[src/hdl/core_config.svh]
`ifndef CORE_CONFIG_SVH
`define CORE_CONFIG_SVH

// architectural widths
`define DATA_WIDTH     32
`define INST_WIDTH     32
`define REG_ADDR_BITS  5
`define NUM_REGS       32
`define IMM_WIDTH      16
`define SHAMT_BITS     5
`define OPCODE_BITS    6
`define FUNCT_BITS     6

// opcodes
`define OP_RTYPE       6'h00
`define OP_ADDI        6'h08
`define OP_ANDI        6'h0c
`define OP_ORI         6'h0d
`define OP_XORI        6'h0e
`define OP_LUI         6'h0f

// funct codes, R-type only
`define FN_SLL         6'h00
`define FN_SRL         6'h02
`define FN_ADD         6'h20
`define FN_SUB         6'h22
`define FN_AND         6'h24
`define FN_OR          6'h25
`define FN_XOR         6'h26
`define FN_SLT         6'h2a

// issue edge to visible write-back
`define WB_LATENCY     3

`endif

[src/hdl/core_pkg.sv]
`include "core_config.svh"

package core_pkg;

  //////////////////////////////////////////////////////////////////////
  // basic words
  //////////////////////////////////////////////////////////////////////

  typedef logic [`DATA_WIDTH-1:0]    data_t;
  typedef logic [`REG_ADDR_BITS-1:0] reg_addr_t;

  //////////////////////////////////////////////////////////////////////
  // instruction word
  //////////////////////////////////////////////////////////////////////

  // register-register format
  typedef struct packed {
    logic [`OPCODE_BITS-1:0] opcode;
    reg_addr_t               rs;
    reg_addr_t               rt;
    reg_addr_t               rd;
    logic [`SHAMT_BITS-1:0]  shamt;
    logic [`FUNCT_BITS-1:0]  funct;
  } r_fields_t;

  // register-immediate format, rt is the destination
  typedef struct packed {
    logic [`OPCODE_BITS-1:0] opcode;
    reg_addr_t               rs;
    reg_addr_t               rt;
    logic [`IMM_WIDTH-1:0]   imm;
  } i_fields_t;

  // same 32 bits, two field layouts
  typedef union packed {
    r_fields_t               r;
    i_fields_t               i;
    logic [`INST_WIDTH-1:0]  raw;
  } instr_u;

  //////////////////////////////////////////////////////////////////////
  // control
  //////////////////////////////////////////////////////////////////////

  typedef enum logic [3:0] {
    ALU_ADD,
    ALU_SUB,
    ALU_AND,
    ALU_OR,
    ALU_XOR,
    ALU_SLT,
    ALU_SLL,
    ALU_SRL,
    ALU_LUI
  } alu_op_e;

  typedef struct packed {
    alu_op_e   alu_op;
    logic      imm_src;    // operand b from the immediate
    logic      reg_write;
    reg_addr_t dst;
  } ctrl_t;

  // what execute needs of one instruction
  typedef struct packed {
    ctrl_t                  ctrl;
    reg_addr_t              rs;
    reg_addr_t              rt;
    logic [`SHAMT_BITS-1:0] shamt;
  } ex_ctrl_t;

  // write-back bus, also the register file write port
  typedef struct packed {
    logic      valid;
    reg_addr_t dst;
    data_t     data;
  } wb_t;

endpackage

[src/hdl/alu.sv]
`timescale 1ns/1ps

`include "core_config.svh"

module alu
  import core_pkg::*;
(
  input  alu_op_e                op,
  input  data_t                  a,
  input  data_t                  b,
  input  logic [`SHAMT_BITS-1:0] shamt,
  output data_t                  result
);

  logic lt_signed;

  assign lt_signed = $signed(a) < $signed(b);

  always_comb begin
    case (op)
      ALU_ADD: result = a + b;
      ALU_SUB: result = a - b;
      ALU_AND: result = a & b;
      ALU_OR:  result = a | b;
      ALU_XOR: result = a ^ b;
      // 1 or 0, two's complement compare
      ALU_SLT: result = {{(`DATA_WIDTH-1){1'b0}}, lt_signed};
      // shifts act on the rt operand
      ALU_SLL: result = b << shamt;
      ALU_SRL: result = b >> shamt;
      // immediate into the upper half
      ALU_LUI: result = b << `IMM_WIDTH;
      default: result = '0;
    endcase
  end

endmodule

[src/hdl/core_top.sv]
`timescale 1ns/1ps

module core_top
  import core_pkg::*;
(
  input  logic   clk,
  input  logic   rst_n,
  input  logic   instr_valid,
  input  instr_u instr,
  output wb_t    wb
);

  reg_addr_t rs_addr;
  reg_addr_t rt_addr;
  data_t     imm;
  logic      ex_capture;
  ex_ctrl_t  ex_ctrl;
  logic      fwd_a;
  logic      fwd_b;
  logic      wb_valid;
  reg_addr_t wb_dst;
  data_t     rd_a;
  data_t     rd_b;
  data_t     result;

  pipe_control i_pipe_control (
    .clk         (clk),
    .rst_n       (rst_n),
    .instr_valid (instr_valid),
    .instr       (instr),
    .rs_addr     (rs_addr),
    .rt_addr     (rt_addr),
    .imm         (imm),
    .ex_capture  (ex_capture),
    .ex_ctrl     (ex_ctrl),
    .fwd_a       (fwd_a),
    .fwd_b       (fwd_b),
    .wb_valid    (wb_valid),
    .wb_dst      (wb_dst)
  );

  // write-back also feeds the register file write port
  reg_file i_reg_file (
    .clk     (clk),
    .rst_n   (rst_n),
    .rs_addr (rs_addr),
    .rt_addr (rt_addr),
    .wb      (wb),
    .rd_a    (rd_a),
    .rd_b    (rd_b)
  );

  exec_stage i_exec_stage (
    .clk        (clk),
    .rst_n      (rst_n),
    .ex_capture (ex_capture),
    .rd_a       (rd_a),
    .rd_b       (rd_b),
    .imm        (imm),
    .ex_ctrl    (ex_ctrl),
    .fwd_a      (fwd_a),
    .fwd_b      (fwd_b),
    .result     (result)
  );

  assign wb = '{valid: wb_valid, dst: wb_dst, data: result};

endmodule

[src/hdl/exec_stage.sv]
`timescale 1ns/1ps

module exec_stage
  import core_pkg::*;
(
  input  logic     clk,
  input  logic     rst_n,
  input  logic     ex_capture,
  input  data_t    rd_a,
  input  data_t    rd_b,
  input  data_t    imm,
  input  ex_ctrl_t ex_ctrl,
  input  logic     fwd_a,
  input  logic     fwd_b,
  output data_t    result
);

  data_t opa_q;
  data_t opb_q;
  data_t imm_q;
  data_t result_q;
  data_t alu_a;
  data_t opb_fwd;
  data_t alu_b;
  data_t alu_y;

  ////////////////////////////////////////////////////////////////////////
  // operand registers
  ////////////////////////////////////////////////////////////////////////

  always_ff @(posedge clk or negedge rst_n) begin
    if (!rst_n) begin
      opa_q <= '0;
      opb_q <= '0;
      imm_q <= '0;
    end else if (ex_capture) begin
      opa_q <= rd_a;
      opb_q <= rd_b;
      imm_q <= imm;
    end
  end

  // forwarding first, then immediate select
  always_comb begin
    alu_a   = fwd_a ? result_q : opa_q;
    opb_fwd = fwd_b ? result_q : opb_q;
    alu_b   = ex_ctrl.ctrl.imm_src ? imm_q : opb_fwd;
  end

  alu i_alu (
    .op     (ex_ctrl.ctrl.alu_op),
    .a      (alu_a),
    .b      (alu_b),
    .shamt  (ex_ctrl.shamt),
    .result (alu_y)
  );

  ////////////////////////////////////////////////////////////////////////
  // result register, the write-back stage data
  ////////////////////////////////////////////////////////////////////////

  always_ff @(posedge clk or negedge rst_n) begin
    if (!rst_n) begin
      result_q <= '0;
    end else begin
      result_q <= alu_y;
    end
  end

  assign result = result_q;

endmodule

[src/hdl/pipe_control.sv]
`timescale 1ns/1ps

`include "core_config.svh"

module pipe_control
  import core_pkg::*;
(
  input  logic      clk,
  input  logic      rst_n,
  input  logic      instr_valid,
  input  instr_u    instr,
  output reg_addr_t rs_addr,
  output reg_addr_t rt_addr,
  output data_t     imm,
  output logic      ex_capture,
  output ex_ctrl_t  ex_ctrl,
  output logic      fwd_a,
  output logic      fwd_b,
  output logic      wb_valid,
  output reg_addr_t wb_dst
);

  logic      dec_valid;
  instr_u    dec_instr;
  ctrl_t     dec_ctrl;
  logic      ex_valid;
  ex_ctrl_t  ex_q;
  logic      wb_valid_q;
  reg_addr_t wb_dst_q;

  ////////////////////////////////////////////////////////////////////////
  // decode stage
  ////////////////////////////////////////////////////////////////////////

  always_ff @(posedge clk or negedge rst_n) begin
    if (!rst_n) begin
      dec_valid <= 1'b0;
      dec_instr <= '0;
    end else begin
      dec_valid <= instr_valid;
      if (instr_valid) begin
        dec_instr <= instr;
      end
    end
  end

  // unknown opcode or funct leaves reg_write low
  always_comb begin
    dec_ctrl.alu_op    = ALU_ADD;
    dec_ctrl.imm_src   = 1'b0;
    dec_ctrl.reg_write = 1'b0;
    dec_ctrl.dst       = dec_instr.r.rd;
    case (dec_instr.r.opcode)
      `OP_RTYPE: begin
        dec_ctrl.reg_write = 1'b1;
        case (dec_instr.r.funct)
          `FN_ADD: dec_ctrl.alu_op = ALU_ADD;
          `FN_SUB: dec_ctrl.alu_op = ALU_SUB;
          `FN_AND: dec_ctrl.alu_op = ALU_AND;
          `FN_OR:  dec_ctrl.alu_op = ALU_OR;
          `FN_XOR: dec_ctrl.alu_op = ALU_XOR;
          `FN_SLT: dec_ctrl.alu_op = ALU_SLT;
          `FN_SLL: dec_ctrl.alu_op = ALU_SLL;
          `FN_SRL: dec_ctrl.alu_op = ALU_SRL;
          default: dec_ctrl.reg_write = 1'b0;
        endcase
      end
      `OP_ADDI, `OP_ANDI, `OP_ORI, `OP_XORI, `OP_LUI: begin
        dec_ctrl.imm_src   = 1'b1;
        dec_ctrl.reg_write = 1'b1;
        dec_ctrl.dst       = dec_instr.i.rt;
        case (dec_instr.i.opcode)
          `OP_ANDI: dec_ctrl.alu_op = ALU_AND;
          `OP_ORI:  dec_ctrl.alu_op = ALU_OR;
          `OP_XORI: dec_ctrl.alu_op = ALU_XOR;
          `OP_LUI:  dec_ctrl.alu_op = ALU_LUI;
          default:  dec_ctrl.alu_op = ALU_ADD;
        endcase
      end
      default: dec_ctrl.reg_write = 1'b0;
    endcase
  end

  assign rs_addr    = dec_instr.r.rs;
  assign rt_addr    = dec_instr.r.rt;
  // zero-extended for every I-type op
  assign imm        = {{(`DATA_WIDTH-`IMM_WIDTH){1'b0}}, dec_instr.i.imm};
  assign ex_capture = dec_valid;

  ////////////////////////////////////////////////////////////////////////
  // execute and write-back stages
  ////////////////////////////////////////////////////////////////////////

  always_ff @(posedge clk or negedge rst_n) begin
    if (!rst_n) begin
      ex_valid   <= 1'b0;
      ex_q       <= '0;
      wb_valid_q <= 1'b0;
      wb_dst_q   <= '0;
    end else begin
      ex_valid <= dec_valid;
      if (dec_valid) begin
        ex_q.ctrl  <= dec_ctrl;
        ex_q.rs    <= dec_instr.r.rs;
        ex_q.rt    <= dec_instr.r.rt;
        ex_q.shamt <= dec_instr.r.shamt;
      end
      // bubbles and non-writing ops drop out here
      wb_valid_q <= ex_valid & ex_q.ctrl.reg_write;
      wb_dst_q   <= ex_q.ctrl.dst;
    end
  end

  assign ex_ctrl  = ex_q;
  assign wb_valid = wb_valid_q;
  assign wb_dst   = wb_dst_q;

  // result register holds the next older instruction
  // r0 is never forwarded, it reads as zero
  assign fwd_a = wb_valid_q && (wb_dst_q != '0) && (wb_dst_q == ex_q.rs);
  assign fwd_b = wb_valid_q && (wb_dst_q != '0) && (wb_dst_q == ex_q.rt);

endmodule

[src/hdl/reg_file.sv]
`timescale 1ns/1ps

`include "core_config.svh"

module reg_file
  import core_pkg::*;
(
  input  logic      clk,
  input  logic      rst_n,
  input  reg_addr_t rs_addr,
  input  reg_addr_t rt_addr,
  input  wb_t       wb,
  output data_t     rd_a,
  output data_t     rd_b
);

  data_t regs [`NUM_REGS];

  // r0 is zero, a write in flight wins over the stored word
  function automatic data_t read_port(reg_addr_t addr);
    data_t word;
    if (addr == '0) begin
      word = '0;
    end else if (wb.valid && (wb.dst == addr)) begin
      word = wb.data;
    end else begin
      word = regs[addr];
    end
    return word;
  endfunction

  always_ff @(posedge clk or negedge rst_n) begin
    if (!rst_n) begin
      for (int i = 0; i < `NUM_REGS; i++) begin
        regs[i] <= '0;
      end
    end else if (wb.valid && (wb.dst != '0)) begin
      regs[wb.dst] <= wb.data;
    end
  end

  always_comb begin
    rd_a = read_port(rs_addr);
    rd_b = read_port(rt_addr);
  end

endmodule
[config.mk]
export PLATFORM = sky130hd
export DESIGN_NAME = core_top
export DESIGN_NICKNAME = d
export VERILOG_FILES = /design/src/hdl/core_pkg.sv /design/src/hdl/alu.sv /design/src/hdl/core_top.sv /design/src/hdl/exec_stage.sv /design/src/hdl/pipe_control.sv /design/src/hdl/reg_file.sv
export VERILOG_INCLUDE_DIRS = /design/src /design/src/hdl
export SDC_FILE = /design/constraint.sdc
export NUM_CORES = 2
export LEC_CHECK = 0
export BUFFER_PORTS_ARGS = -buffer_cell sky130_fd_sc_hd__buf_2
export CAP_MARGIN = 25
export CORE_MARGIN = 1.5
export CORE_UTILIZATION = 35
export CTS_CLUSTER_SIZE = 30
export DETAILED_ROUTE_END_ITERATION = 10
export PLACE_DENSITY_LB_ADDON = 0.05
export SLEW_MARGIN = 20
export SYNTH_ARGS = -nofsm -noshare
export SYNTH_HDL_FRONTEND = slang
export SYNTH_HIERARCHICAL = 1
export SYNTH_SLANG_ARGS = --single-unit
[constraint.sdc]
create_clock -name clk -period 5.5 [get_ports clk]
set_input_delay 1.1 -clock clk [delete_from_list [all_inputs] [get_ports clk]]
set_output_delay 1.1 -clock clk [all_outputs]
set_load 0.05 [all_outputs]
== Word-level counts from Yosys, hierarchy flattened ==
Index checks and enable logic that the tools add are counted.

* Multiplexer cells: 24
* Add/subtract/negate cells: 2
* Multipliers: 0
* Div/mod/pow operators: 0
* Equal/unequal tests: 24
* Reduce and logical (&&, ||, !) cells: 14
* Shift operators: 2
* Magnitude comparators: 5
* Bitwise logic cells: 7

{| class="wikitable"
|+ Operators with widths
! kind !! count
|-
| bitwise mux 1024 bit || 1
|-
| 2-to-1 mux 32 bit || 12
|-
| binary-select mux 32 bit (select 5 bit) || 2
|-
| case mux 32 bit (9 select lines) || 1
|-
| demux 32 bit (select 5 bit) || 1
|-
| == test 6 bit, second input constant || 6
|-
| adder 32 bit || 1
|-
| AND 32 bit || 1
|-
| < comparator 32 bit || 1
|-
| bitwise OR 32 bit || 1
|-
| << shifter 32 x 5 -> 32 bit || 1
|-
| >> shifter 32 x 5 -> 32 bit || 1
|-
| subtractor 32 bit || 1
|-
| bitwise XOR 32 bit || 1
|-
| == test 6 x 4 -> 1 bit, second input constant || 5
|-
| case mux 3 bit (7 select lines) || 1
|-
| == test 5 bit || 4
|-
| >= comparator 6 bit, second input constant || 3
|-
| inverter 5 -> 6 bit || 3
|-
| == test 4 x 3 -> 1 bit, second input constant || 4
|-
| case mux 4 bit (4 select lines) || 1
|-
| logical NOT 6 bit || 2
|-
| logical NOT 5 bit || 2
|-
| == test 4 x 2 -> 1 bit, second input constant || 2
|-
| 14 further kinds || 20
|}

* RAM bits: 0
* Bits in registers: 1202
* Input port bits: 35
* ROM bits: 0
* Memories: 0
* Bits in latches: 0

== Logic depth before layout (Yosys ltp) ==
* Word-level depth: 7
* Depth in mapped cells: 20
* Gate-level depth less buffers: 16

== Cells and area by module ==
Netlist, hierarchy kept.

{| class="wikitable"
|+ By module, submodules not included
! module !! instances !! cells an instance !! area each (µm²) !! sequential area each (µm²)
|-
| reg_file || 1 || 3812 || 55552.0 || 25624.6
|-
| alu || 1 || 1199 || 8341.8 || 0.0
|-
| exec_stage || 1 || 378 || 5620.4 || 3203.1
|-
| pipe_control || 1 || 240 || 2997.9 || 1651.6
|-
| core_top || 1 || 1 || 7.5 || 0.0
|}

== Worst setup path after synthesis ==
OpenSTA, ideal clock, no wires.

* Kind: register -> register
* Start point: reg i_pipe_control.wb_dst_q[1] (netlist: i_pipe_control/wb_dst[1])
* End point: reg i_exec_stage.result_q[19] (netlist: i_exec_stage/result[19])
* Clock period less this slack: 4946 ps
* Required time: 5376 ps
* Stages on the path, launching flop included: 18
* Path slack: 554 ps
* Buffers on the path: 2
* Arrival: 4822 ps
* Path through: dfrtp_1 -> or4_1 -> o21ai_0 -> nor4_1 -> buf_2 -> buf_6 -> mux2i_1 -> o21ai_0 -> inv_1 -> ha_1 -> o21ba_2 -> or4_1 -> o211ai_2 -> a21oi_2 -> o21ai_2 -> nand2b_1 -> a221o_1 -> a211o_1

* Word-level cells in the longest chain between the ends: 7

{| class="wikitable"
|+ RTL lines
! item !! line !! source
|-
| start: declaration || pipe_control.sv:29 || <nowiki>reg_addr_t wb_dst_q;</nowiki>
|-
| start signal: assignment || pipe_control.sv:110 || <nowiki>wb_dst_q <= ex_q.ctrl.dst;</nowiki>
|-
| nonzero test 5 bit || pipe_control.sv:121 || <nowiki>assign fwd_b = wb_valid_q && (wb_dst_q != '0) && (wb_dst_q == ex_q.rt);</nowiki>
|-
| logical AND 1 bit || pipe_control.sv:121 ||
|-
| logical AND 1 bit (*) || pipe_control.sv:121 ||
|-
| named net fwd_b || core_top.sv:19 || <nowiki>logic fwd_b;</nowiki>
|-
| 2-to-1 mux 32 bit (*) || exec_stage.sv:46 || <nowiki>opb_fwd = fwd_b ? result_q : opb_q;</nowiki>
|-
| 2-to-1 mux 32 bit (*) || exec_stage.sv:47 || <nowiki>alu_b = ex_ctrl.ctrl.imm_src ? imm_q : opb_fwd;</nowiki>
|-
| named net i_exec_stage.alu_b[1] || exec_stage.sv:24 || <nowiki>data_t alu_b;</nowiki>
|-
| subtractor 32 bit, or another cell as far along || alu.sv:22 || <nowiki>ALU_SUB: result = a - b;</nowiki>
|-
| case mux 32 bit (9 select lines) (*) || alu.sv:20 || <nowiki>case (op)</nowiki>
|-
| named net i_exec_stage.alu_y[19] || exec_stage.sv:25 || <nowiki>data_t alu_y;</nowiki>
|-
| end signal: assignment || exec_stage.sv:66 || <nowiki>result_q <= alu_y;</nowiki>
|-
| end: declaration || exec_stage.sv:21 || <nowiki>data_t result_q;</nowiki>
|}

Mark *: on every way through the listed nets, which the timed path passes. The rest lies on a longest branch.
A chain may end at the register's enable or synchronous reset.

== Final worst setup path ==
* Start point: reg i_pipe_control.wb_dst_q[2] (netlist: i_pipe_control/wb_dst[2])
* End point: reg i_exec_stage.result_q[29] (netlist: i_exec_stage/result[29])

Same word-level chain as after synthesis.

==> impl_metrics.yaml <==
sta:
  worst_pin_slew_ns: 1.142
  setup_viol_count_final: 0
  max_slew_margin: 0.2365
  fin_skew_ns: 0.02884
  fin_crit_sh: 0.9623
  whs_ns: 0.1946
  hold_violations: 0
  setup_slack_ns: 0.2072
  fmax_mhz: 188.9
  slew_viol_final: 0
  period_needed_ns: 5.293
  setup-tns-final_ns: 0
global_routing:
  grt_util_met1: 0.4056
  grt_busiest_layer: "met2"
  grt.total_usage: 0.2893
  grt_pass1_vias: 51890
  antenna_found_initial: 23
  grt_use_met2: 0.4554
  grt_max_degree: 114
  grt_remaining_overflow: 0
  grt_pass1_wl_microns: 430200
  met3_usage: 0.04269
placement:
  gp_congestion: 1.000
  place_ws_ns: 0.1679
  dp_cells: 8100
  portBuffers: 72
  place_hpwl_microns: 202400
job:
  drv_cap: 0
layout:
  final_nets: 5697
  finish.utilization: 0.3970
  stdcell_count: 8386
  ff_latch_area_sq_mm: 0.03053
  multi_input_area_sq_mm: 0.03877
  drive_gt1_frac: 0.4275
  final_cell_mix: "dfrtp_1, mux2_2, mux4_2"
  n_fill_cell: 19500
  area_delta_synth_final_pct: 12.34
  layout_commonest_cell: "dfrtp_1"
critical_path:
  crit_slowest_cell: "o21ai_1"
  worst_setup_path_start_kind: "register"
  path_buf_inv: 3
  crit_type: "reg -> reg"
  arrival_ns: 6.00
  crit_chain: "or4_1, o21ai_0, nor4_4, buf_6, mux2i_1, o21ai_1, buf_4, inv_1, ha_1, a21o_1, a41oi_2, o21ai_2, o21ai_1, o21ai_1, a221oi_1, a221o_1, o21a_1"
  worstPathRequired_ns: 6.21
  endpoint_kind: "register"
  cp_max_fo: 19
  cpMostUsedCell: "o21ai_1"
  crit_family: "compound AO/OA/AOI/OAI gates"
  cpPeakStageDelay_ns: 0.52
yosys:
  synthesis.area_sq_mm: 0.07252
  netlist_instances: 5630
  ys_seq_area_frac: 0.4203
  ys_types: 101
  synth_ff_type: "dfrtp_1"
  async_flop_share: 1.000
  ys_ff_latch: 1218
  synth_top_area_cell: "dfrtp_1"
  synth-edff-count: 0
  ys.warnings.count: 6
  syn_avg_cell_area_sq_um: 12.88
  yosys-top-cells-area: "dfrtp_1, mux2_2, mux4_2"
  yosys.area.top_type_share: 0.4203
clocking:
  clk_latency_ns: 0.82
  numClockSinks: 1218
  htreeDepth: 4
  hold_buffers: 0
  clockRootBuffer: "clkbuf_16"
  clkTransAtPathRegs_ns: 0.06
  cts_tree: "done"
  clk_path_buf_depth: 3
  cts_inserted_buffers: 149
floorplanning:
  initial_core_util: 0.3534
  die_area_sq_mm: 0.2099
  coreArea_sq_mm: 0.2052
  fp-row-count: 166
  io_pins: 73
  die_x_microns: 458.2
  die_h_microns: 458.2
detailed_routing:
  via_per_inst: 6.134
  wl_per_cell_microns: 36.51
  drc: 0
  num_vias: 51440
  ant_nets: 0
  routed_wl_microns: 306200
  first_iter_violations: 4835
  first_pass_iters: 7
power_and_ir_drop:
  p_per_area_mw_per_mm2: 438.1
  leakage_nw: 36.24
  ir_drop_uv: 349.8
min_path:
  hold_path.class: "in -> async"
outcome:
  outcome: "complete, no violations"
[repair_timing]
| action | 4_1_cts | 5_1_grt |
|---|---|---|
| gates resized for setup | 0 | 3 |
| setup buffers | 0 | 0 |
| endpoints found under the setup margin | 0 | 7 |
[per-layer routing]
layer,share of wire,wire (microns)
met5,0.00029,89
met4,0.038,11620
met3,0.057,17490
met2,0.46,141200
met1,0.44,135800
[state kept, by name, indices dropped and copies added (netlist names)]
register / count
i_reg_file/regs: 1024
i_pipe_control/ex_valid: 1
i_pipe_control/ex_ctrl: 26
i_pipe_control/dec_instr: 32
i_exec_stage/imm_q: 32
i_pipe_control/ex_capture: 1
i_pipe_control/wb_valid: 1
i_exec_stage/opa_q: 32
i_pipe_control/wb_dst: 5
i_exec_stage/opb_q: 32
i_exec_stage/result: 32
[synthesized netlist by cell type (all sizes together), types with 32 or more instances]
cell type / count
nor2b: 77
clkbuf: 261
o21ai: 203
a21oi: 189
o22ai: 84
inv: 112
nor2: 198
a22oi: 48
mux2: 1240
o221ai: 32
a31oi: 32
a221o: 37
nand2: 163
nor3: 41
mux2i: 280
buf: 344
dfrtp: 1218
a211oi: 97
a221oi: 38
ha: 96
mux4: 461
[cell type report]
type | instances | share of cell area
multi-input cells | 3708 | 0.4759
flip-flops and latches | 1218 | 0.3747
clock buffers | 224 | 0.05429
well taps | 2688 | 0.04128
repair buffers | 373 | 0.03867
clock inverters | 52 | 0.009630
inverters | 114 | 0.005283
diodes | 9 | 0.0002765
[final timing paths]
kind | start | to | slack, ns | cells past startpoint
setup / recovery | i_pipe_control/wb_dst[2] | i_exec_stage/result[29] | 0.21 | 17
hold / removal | rst_n | i_reg_file/regs[903] | 0.19 | 1
setup reg to reg | i_pipe_control/wb_dst[2] | i_exec_stage/result[29] | 0.21 | 17
hold reg to reg | i_pipe_control/ex_ctrl[15] | i_pipe_control/wb_dst[0] | 0.38 | 0
max in group asynchronous | rst_n | i_reg_file/regs[201] | 3.90 | 2
min in group clk | i_pipe_control/ex_ctrl[15] | i_pipe_control/wb_dst[0] | 0.38 | 0
[metrics by stage]
step / total power, mW / area [sq um]
3_5_place_dp: 25.12 / 76200
6_report: 35.69 / 81470
2_1_floorplan: 20.34 / 72580
5_1_grt: 37.26 / 81450
4_1_cts: 35.84 / 81410
3_3_place_gp: 25.09 / 76050
[kinds of logic after synthesis]
group,share of synthesized area
AO/OA/AOI/OAI,0.08820
AND/OR/NAND/NOR,0.04467
buffers and inverters,0.05028
XOR/XNOR,0.002657
multiplexers,0.3767
adder cells (fa/ha/maj),0.01712
other,0.00005171
flip-flops,0.4203
[power breakdown]
part	switching [mW]	leakage (nW)	internal, mW
combinational	7.19	17.3	5.12
sequential	1.80	16.4	11.0
clock	4.31	2.55	6.25
(Power assumes the default switching activity.)
